### src/source/mem_pkg.sv
`default_nettype none

package mem_pkg;

	localparam int unsigned mem_addr_w = 6;
	localparam int unsigned mem_depth  = 64; // One entry per address.
	localparam int unsigned num_ports  = 2;

	// ---------------------------------------------------------------------
	// Memory bus
	// ---------------------------------------------------------------------

	typedef struct packed {
		logic                  valid;
		logic                  write;
		logic [mem_addr_w-1:0] addr;
		logic [7:0]            wdata;
	} mem_req_t;

	// Only reads produce a response.
	typedef struct packed {
		logic       valid;
		logic [7:0] rdata;
	} mem_rsp_t;

endpackage

`default_nettype wire

### src/source/uart_pkg.sv
`default_nettype none

package uart_pkg;

	// ---------------------------------------------------------------------
	// Serial timing
	// ---------------------------------------------------------------------

	localparam int unsigned bit_period = 16; // Clock cycles per serial bit.
	localparam int unsigned cnt_w      = $clog2(bit_period);

	// ---------------------------------------------------------------------
	// Command byte
	// ---------------------------------------------------------------------

	// Bit 7 selects a write. Bit 6 carries nothing and is ignored.
	typedef struct packed {
		logic       is_write;
		logic       unused;
		logic [5:0] addr;
	} cmd_byte_t;

endpackage

`default_nettype wire

### src/source/cmd_engine.sv
`default_nettype none

module cmd_engine import uart_pkg::*, mem_pkg::*; (
	input  logic       clk,
	input  logic       rst_n,
	input  logic       rx_valid,
	input  logic [7:0] rx_data,
	output mem_req_t   mem_req,
	input  logic       grant,
	input  mem_rsp_t   mem_rsp,
	output logic       tx_valid,
	output logic [7:0] tx_data,
	input  logic       tx_busy
);

	enum logic [2:0] {
		st_wait_cmd,
		st_wait_data,
		st_request,
		st_wait_rsp,
		st_wait_tx
	} state;

	cmd_byte_t  rx_cmd;
	cmd_byte_t  cmd_q;
	logic [7:0] wdata_q;
	logic [7:0] rdata_q;

	assign rx_cmd = cmd_byte_t'(rx_data);

	// The request stays up and stable until the arbiter grants it.
	always_comb begin
		mem_req.valid = (state == st_request);
		mem_req.write = cmd_q.is_write;
		mem_req.addr  = cmd_q.addr;
		mem_req.wdata = wdata_q;
	end

	// A reply goes out as soon as the response lands, unless the transmitter is busy.
	assign tx_valid = !tx_busy &&
		((state == st_wait_rsp && mem_rsp.valid) || state == st_wait_tx);
	assign tx_data = (state == st_wait_tx) ? rdata_q : mem_rsp.rdata;

	always_ff @(posedge clk or negedge rst_n) begin
		if (!rst_n) begin
			state <= st_wait_cmd;
		end else begin
			case (state)
				st_wait_cmd: begin
					if (rx_valid) begin
						state <= rx_cmd.is_write ? st_wait_data : st_request;
					end
				end
				st_wait_data: begin
					if (rx_valid) begin
						state <= st_request;
					end
				end
				st_request: begin
					if (grant) begin
						state <= cmd_q.is_write ? st_wait_cmd : st_wait_rsp;
					end
				end
				st_wait_rsp: begin
					if (mem_rsp.valid) begin
						state <= tx_busy ? st_wait_tx : st_wait_cmd;
					end
				end
				st_wait_tx: begin
					if (!tx_busy) begin
						state <= st_wait_cmd;
					end
				end
				default: begin
					state <= st_wait_cmd;
				end
			endcase
		end
	end

	always_ff @(posedge clk) begin
		if (state == st_wait_cmd && rx_valid) begin
			cmd_q <= rx_cmd;
		end
		if (state == st_wait_data && rx_valid) begin
			wdata_q <= rx_data;
		end
		if (state == st_wait_rsp && mem_rsp.valid) begin
			rdata_q <= mem_rsp.rdata;
		end
	end

endmodule

`default_nettype wire

### src/source/mem_arbiter.sv
`default_nettype none

module mem_arbiter import mem_pkg::*; (
	input  logic                 clk,
	input  logic                 rst_n,
	input  mem_req_t             port_req [num_ports],
	output logic [num_ports-1:0] grant,
	output mem_rsp_t             port_rsp [num_ports],
	output mem_req_t             mem_req,
	input  mem_rsp_t             mem_rsp
);

	logic last_q; // Port of the most recent grant.
	logic sel;
	logic any_req;

	assign any_req = port_req[0].valid || port_req[1].valid;

	// ---------------------------------------------------------------------
	// Selection
	// ---------------------------------------------------------------------

	always_comb begin
		if (port_req[0].valid && port_req[1].valid) begin
			sel = !last_q; // Tie goes to the port that lost last time.
		end else begin
			sel = port_req[1].valid;
		end
	end

	assign mem_req = port_req[sel];

	always_ff @(posedge clk or negedge rst_n) begin
		if (!rst_n) begin
			last_q <= 1'b0;
		end else if (any_req) begin
			last_q <= sel;
		end
	end

	// ---------------------------------------------------------------------
	// Grant and response steering
	// ---------------------------------------------------------------------

	// The memory answers one cycle after the grant, so last_q still names its port.
	always_comb begin
		for (int p = 0; p < num_ports; p++) begin
			grant[p]          = any_req && (sel == p);
			port_rsp[p].valid = mem_rsp.valid && (last_q == p);
			port_rsp[p].rdata = mem_rsp.rdata;
		end
	end

endmodule

`default_nettype wire

### src/source/reg_mem.sv
`default_nettype none

module reg_mem import mem_pkg::*; (
	input  logic     clk,
	input  logic     rst_n,
	input  mem_req_t mem_req,
	output mem_rsp_t mem_rsp
);

	logic [7:0] mem [mem_depth];

	always_ff @(posedge clk or negedge rst_n) begin
		if (!rst_n) begin
			mem     <= '{default: '0};
			mem_rsp <= '0;
		end else begin
			mem_rsp.valid <= mem_req.valid && !mem_req.write; // Writes get no response.
			if (mem_req.valid) begin
				if (mem_req.write) begin
					mem[mem_req.addr] <= mem_req.wdata;
				end else begin
					mem_rsp.rdata <= mem[mem_req.addr];
				end
			end
		end
	end

endmodule

`default_nettype wire

### src/source/uart_bridge_top.sv
`default_nettype none

module uart_bridge_top import mem_pkg::*; (
	input  logic                 clk,
	input  logic                 rst_n,
	input  logic [num_ports-1:0] rx_pin,
	output logic [num_ports-1:0] tx_pin
);

	logic [num_ports-1:0] rx_valid;
	logic [7:0]           rx_data [num_ports];
	logic [num_ports-1:0] tx_valid;
	logic [7:0]           tx_data [num_ports];
	logic [num_ports-1:0] tx_busy;
	logic [num_ports-1:0] grant;
	mem_req_t             port_req [num_ports];
	mem_rsp_t             port_rsp [num_ports];
	mem_req_t             mem_req;
	mem_rsp_t             mem_rsp;

	// One receiver, engine and transmitter per serial port.
	for (genvar p = 0; p < num_ports; p++) begin : g_port
		uart_rx u_rx (
			.clk      (clk),
			.rst_n    (rst_n),
			.rx_pin   (rx_pin[p]),
			.rx_valid (rx_valid[p]),
			.rx_data  (rx_data[p])
		);

		cmd_engine u_engine (
			.clk      (clk),
			.rst_n    (rst_n),
			.rx_valid (rx_valid[p]),
			.rx_data  (rx_data[p]),
			.mem_req  (port_req[p]),
			.grant    (grant[p]),
			.mem_rsp  (port_rsp[p]),
			.tx_valid (tx_valid[p]),
			.tx_data  (tx_data[p]),
			.tx_busy  (tx_busy[p])
		);

		uart_tx u_tx (
			.clk      (clk),
			.rst_n    (rst_n),
			.tx_valid (tx_valid[p]),
			.tx_data  (tx_data[p]),
			.tx_pin   (tx_pin[p]),
			.tx_busy  (tx_busy[p])
		);
	end

	mem_arbiter u_arbiter (
		.clk      (clk),
		.rst_n    (rst_n),
		.port_req (port_req),
		.grant    (grant),
		.port_rsp (port_rsp),
		.mem_req  (mem_req),
		.mem_rsp  (mem_rsp)
	);

	reg_mem u_mem (
		.clk     (clk),
		.rst_n   (rst_n),
		.mem_req (mem_req),
		.mem_rsp (mem_rsp)
	);

endmodule

`default_nettype wire

### src/source/uart_rx.sv
`default_nettype none

module uart_rx import uart_pkg::*; (
	input  logic       clk,
	input  logic       rst_n,
	input  logic       rx_pin,
	output logic       rx_valid,
	output logic [7:0] rx_data
);

	enum logic [1:0] {st_idle, st_start, st_data, st_stop} state;

	logic [2:0]       rx_sync; // Two sync flops plus one more for the edge.
	logic [cnt_w-1:0] cnt;
	logic [2:0]       bit_cnt;
	logic             rx_bit;
	logic             half_end;
	logic             bit_end;

	assign rx_bit   = rx_sync[1];
	assign half_end = (cnt == cnt_w'(bit_period / 2 - 1));
	assign bit_end  = (cnt == cnt_w'(bit_period - 1));

	always_ff @(posedge clk or negedge rst_n) begin
		if (!rst_n) begin
			rx_sync <= '1; // The line idles high.
		end else begin
			rx_sync <= {rx_sync[1:0], rx_pin};
		end
	end

	always_ff @(posedge clk or negedge rst_n) begin
		if (!rst_n) begin
			state    <= st_idle;
			cnt      <= '0;
			bit_cnt  <= '0;
			rx_valid <= 1'b0;
		end else begin
			rx_valid <= 1'b0;
			cnt      <= cnt + 1'b1;
			case (state)
				st_idle: begin
					cnt <= '0;
					if (rx_sync[2] && !rx_bit) begin
						state <= st_start;
					end
				end
				st_start: begin
					// Check the start bit again at its middle, so a glitch is ignored.
					if (half_end) begin
						cnt   <= '0;
						state <= rx_bit ? st_idle : st_data;
					end
				end
				st_data: begin
					if (bit_end) begin
						cnt     <= '0;
						bit_cnt <= bit_cnt + 1'b1;
						if (bit_cnt == 3'd7) begin
							state <= st_stop;
						end
					end
				end
				st_stop: begin
					if (bit_end) begin
						rx_valid <= rx_bit; // A low stop bit drops the frame.
						state    <= st_idle;
					end
				end
				default: begin
					state <= st_idle;
				end
			endcase
		end
	end

	// Bits arrive LSB first and shift in from the top.
	always_ff @(posedge clk) begin
		if (state == st_data && bit_end) begin
			rx_data <= {rx_bit, rx_data[7:1]};
		end
	end

endmodule

`default_nettype wire

### src/source/uart_tx.sv
`default_nettype none

module uart_tx import uart_pkg::*; (
	input  logic       clk,
	input  logic       rst_n,
	input  logic       tx_valid,
	input  logic [7:0] tx_data,
	output logic       tx_pin,
	output logic       tx_busy
);

	enum logic [1:0] {st_idle, st_start, st_data, st_stop} state, next_state;

	logic [cnt_w-1:0] cnt;
	logic [2:0]       bit_cnt;
	logic [7:0]       shift;
	logic             bit_end;

	assign bit_end = (cnt == cnt_w'(bit_period - 1));
	assign tx_busy = (state != st_idle);

	always_comb begin
		next_state = state;
		case (state)
			st_idle: begin
				if (tx_valid) begin
					next_state = st_start;
				end
			end
			st_start: begin
				if (bit_end) begin
					next_state = st_data;
				end
			end
			st_data: begin
				if (bit_end && bit_cnt == 3'd7) begin
					next_state = st_stop;
				end
			end
			st_stop: begin
				if (bit_end) begin
					next_state = st_idle; // Stop bit runs its full length.
				end
			end
			default: begin
				next_state = st_idle;
			end
		endcase
	end

	always_ff @(posedge clk or negedge rst_n) begin
		if (!rst_n) begin
			state   <= st_idle;
			cnt     <= '0;
			bit_cnt <= '0;
			tx_pin  <= 1'b1;
		end else begin
			state <= next_state;
			if (state == st_idle || next_state != state || bit_end) begin
				cnt <= '0;
			end else begin
				cnt <= cnt + 1'b1;
			end
			if (state != st_data) begin
				bit_cnt <= '0;
			end else if (bit_end) begin
				bit_cnt <= bit_cnt + 1'b1;
			end
			// The pin changes on the same edge as the state it belongs to.
			if (state == st_idle && tx_valid) begin
				tx_pin <= 1'b0;
			end else if (bit_end && next_state == st_data) begin
				tx_pin <= shift[0];
			end else if (next_state == st_stop) begin
				tx_pin <= 1'b1;
			end
		end
	end

	always_ff @(posedge clk) begin
		if (state == st_idle && tx_valid) begin
			shift <= tx_data;
		end else if (bit_end && next_state == st_data) begin
			shift <= shift >> 1;
		end
	end

endmodule

`default_nettype wire

### config.mk
export PLATFORM = sky130hd
export DESIGN_NAME = uart_bridge_top
export DESIGN_NICKNAME = d
export VERILOG_FILES = /design/src/source/mem_pkg.sv /design/src/source/uart_pkg.sv /design/src/source/cmd_engine.sv /design/src/source/mem_arbiter.sv /design/src/source/reg_mem.sv /design/src/source/uart_bridge_top.sv /design/src/source/uart_rx.sv /design/src/source/uart_tx.sv
export SDC_FILE = /design/constraint.sdc
export NUM_CORES = 1
export LEC_CHECK = 0
export ABC_CLOCK_PERIOD_IN_PS = 3600
export BUFFER_PORTS_ARGS = -buffer_cell sky130_fd_sc_hd__buf_4
export CAP_MARGIN = 10
export CORE_ASPECT_RATIO = 1.1
export CORE_MARGIN = 4
export CORE_UTILIZATION = 63
export CTS_CLUSTER_DIAMETER = 50
export DETAILED_ROUTE_END_ITERATION = 8
export GPL_ROUTABILITY_DRIVEN = 0
export PLACE_DENSITY = 0.8
export SLEW_MARGIN = 20
export SYNTH_ARGS = -nofsm -noshare
export SYNTH_HDL_FRONTEND = slang
export SYNTH_SLANG_ARGS = --single-unit
### constraint.sdc
create_clock -name clk -period 3.6 [get_ports clk]
set_input_delay 0.9 -clock clk [delete_from_list [all_inputs] [get_ports clk]]
set_output_delay 0.9 -clock clk [all_outputs]
set_load 0.02 [all_outputs]
==> out/qor.txt <==
Placement Setup Slack: -0.175 ns
Fin crit period: 3.52 ns
Vias in the first global route: 22200
I/O pins: 6
Cell accounting for the most synthesized area: dfrtp_1
Max VDD drop: 0.503 mV
Fin worst setup slack: 0.0813 ns
Leakage: 14.1 nW
Top cells by count, synth: dfrtp_1, nand2_1, o21ai_0
Clk_skew: 0.0165 ns
Crit share post-route: 97.7%
Critical Path RT: 4.09 ns
Post-route cell area: 32000 µm²
CTS buffer count: 67
Ys async rst share: 88.0%
Largest cells by area after synthesis: dfrtp_1, edfxtp_1, o21ai_0
Fin. Hold Viols: 0
Layout fillers: 2987
Syn_area_per_cell: 10.2 µm²
Skew-Pair Late Insertion Delay: 0.60 ns
Clk root buf: clkbuf_16
Die height: 231 µm
Synth Net Count: 2816
CP endpoint kind: flop
Clk buf depth: 3
Fin cells: 3441
Layout cell share with drive strength beyond 1: 11.4%
DRC: 0
Worst reg2reg setup slack: 0.08 ns
DR iter-0 viols: 3044
Number of flops mapped to enable cells by yosys: 78
Dpl cell area: 29800 µm²
Measured slew at the worst slew-check pin: 1.05 ns
Post-synthesis sequential area ratio: 58.6%
Core ar.: 44600 µm²
Synth Warn #: 0
FMAX: 284 MHz
Initial antenna violation count: 0
Die Area: 48800 µm²
Syn Inst Count: 2800
Synth unique cells: 76
Most used DFF post-synth: dfrtp_1
FF-to-FF Start: g_port[0].u_engine.state[1]$_DFFE_PN0P_
Worst setup path category: flop to flop
Worst setup SP type: flop
Port Buffers: 5
Layout Nets: 2824
RSZ-0062 raised after global routing: false
Pre-antenna DRT Iters: 9
Clk slew on worst S/H paths: 0.06 ns
Dpl hpwl: 50.2 mm
Reg2reg end: u_mem.mem[340]$_DFFE_PN0P_
Max-slew violations: 0
Global Route Usage Sum: 32.2%
Most common cell in the netlist: dfrtp_1
CP max FO: 27
WP data arrival: 4.01 ns
Total vias in the final route: 22400
Hold slack: 0.339 ns
Final antenna-violating net count: 0
Rel. slew slack: 28.2%
Worst r2r path cells: 7
Post-synthesis instance area: 28500 µm²
Htree depth: 3
Setup violations, final: 0
Setup TNS: 0 ns
P&R area growth vs syn: 12.1%
Worst hold path type: input port to async pin
Yosys top cell area share: 49.6%
Yosys reg bits: 652
Placed insts: 3319
CTS tree: yes
Status: completed
Congestion Overflow GR: 0
Die Wd: 211 µm
First-pass GRT wire length: 123 mm
Hold_buf cts: 0
Cell Pwr Density: 543 nW/µm²
CTS sink cnt: 652
Max-Cap Viols: 0
Antenna diodes: 0
DR WL/cell: 22.8 µm
Row cnt: 81
Largest net degree at the start of global routing: 82
Via density: 6.51
Initial Util: 64.0%
DRT Wirelength: 78.4 mm
## stage by stage
stage / power [mW] / utilization [%]
6_report: 17.4 / 71.8
5_1_grt: 18.0 / 71.8
4_1_cts: 17.4 / 71.7
3_5_place_dp: 10.6 / 66.8
3_3_place_gp: 10.5 / 66.8
2_1_floorplan: 9.78 / -
## worst max-delay path, cell delays in order (launching register included)
cell      delay, ns
dfrtp_1        0.56
and4bb_1       0.45
o21ai_1        0.14
and2_4         0.30
buf_12         0.24
nor3_2         0.71
nand2_1        0.59
o21ai_0        0.39
## layout by cell type (no fill, tap or decap), types with 23 or more instances in the layout
cell type    n
a21oi_1    257
a221oi_1    23
buf_4      125
clkbuf_1    23
clkbuf_16   73
dfrtp_1    566
edfxtp_1    78
mux2i_1    176
nand2_1    446
nand3_1     50
nor2_1     278
o21ai_0    379
o22ai_1     54
## layer usage
layer / track usage (%) / vias to the layer above / part of all wire [%]
met2: 50.8 / 1302 / 47
met1: 43.2 / 11000 / 38
met4: 15.0 / 0 / 4.5
li1: - / 9817 / -
met5: 0 / - / 0
met3: 6.94 / 265 / 10
## flip-flops by register name, indices dropped and copies added, names as in the netlist, named ones only
| register | count |
|---|---|
| g_port.u_tx.bit_cnt | 6 |
| u_arbiter.last_q | 1 |
| g_port.u_rx.state | 2 |
| g_port.u_engine.mem_req | 14 |
| u_mem.mem_rsp | 9 |
| g_port.u_rx.rx_data | 16 |
| g_port.u_rx.rx_sync | 6 |
| g_port.u_tx.tx_pin | 2 |
| g_port.u_rx.rx_valid | 2 |
| g_port.u_engine.wdata_q | 16 |
| g_port.u_engine.state | 6 |
| g_port.u_rx.bit_cnt | 6 |
| g_port.u_tx.state | 4 |
| g_port.u_engine.rdata_q | 16 |
| g_port.u_rx.cnt | 8 |
| g_port.u_tx.shift | 16 |
| u_mem.mem | 512 |
| g_port.u_tx.cnt | 8 |
## timing repair
action                                  CTS  global route
endpoints found under the setup margin   49            62
cloned                                    0             0
resized for setup                         2             4
pin swaps                                 0             1
buffers inserted                          0             1
## power breakdown
group	total (mW)	switching [mW]	internal, mW
Combinational	2.06	1.27	0.794
Clock	6.82	2.84	3.98
Sequential	8.51	0.491	8.02
## cell families (layout without fill, tap and decap cells)
| logic type | Yosys count | in the layout | share of synthesized area (%) |
|---|---|---|---|
| fa+ha+maj | 13 | 13 | 0.561 |
| buf+inv | 221 | 281 | 3.56 |
| xor+xnor | 12 | 12 | 0.368 |
| mux | 209 | 209 | 7.99 |
| simple gates | 891 | 891 | 13.4 |
| flops | 652 | 652 | 58.6 |
| compound gates | 802 | 802 | 15.5 |
## final cells by class
class | instances | area, µm² | share of cell area, %
Sequential cell | 652 | 16700 | 52.2
Clock inverter | 16 | 119 | 0.371
Tap cell | 581 | 727 | 2.27
Multi-Input combinational cell | 1927 | 11000 | 34.3
Timing Repair Buffer | 147 | 1370 | 4.29
Clock buffer | 105 | 2040 | 6.36
Inverter | 13 | 48.8 | 0.152
## worst max-delay path by stage
stage,startpoint,end,slack [ns]
2_1_floorplan,g_port[1].u_engine.state[0]$_DFFE_PN0P_,g_port[1].u_tx.shift[0]$_DFFE_PP_,0.56
3_3_place_gp,g_port[0].u_engine.state[1]$_DFFE_PN0P_,u_mem.mem[261]$_DFFE_PN0P_,0.07
3_5_place_dp,g_port[0].u_engine.state[1]$_DFFE_PN0P_,u_mem.mem[4]$_DFFE_PN0P_,-0.18
4_1_cts,g_port[0].u_engine.state[1]$_DFFE_PN0P_,u_mem.mem[304]$_DFFE_PN0P_,0.13
5_1_grt,g_port[0].u_engine.state[1]$_DFFE_PN0P_,u_mem.mem[277]$_DFFE_PN0P_,0.001
6_report,g_port[0].u_engine.state[1]$_DFFE_PN0P_,u_mem.mem[340]$_DFFE_PN0P_,0.08
No activity file was read; power rests on OpenSTA's default activity.
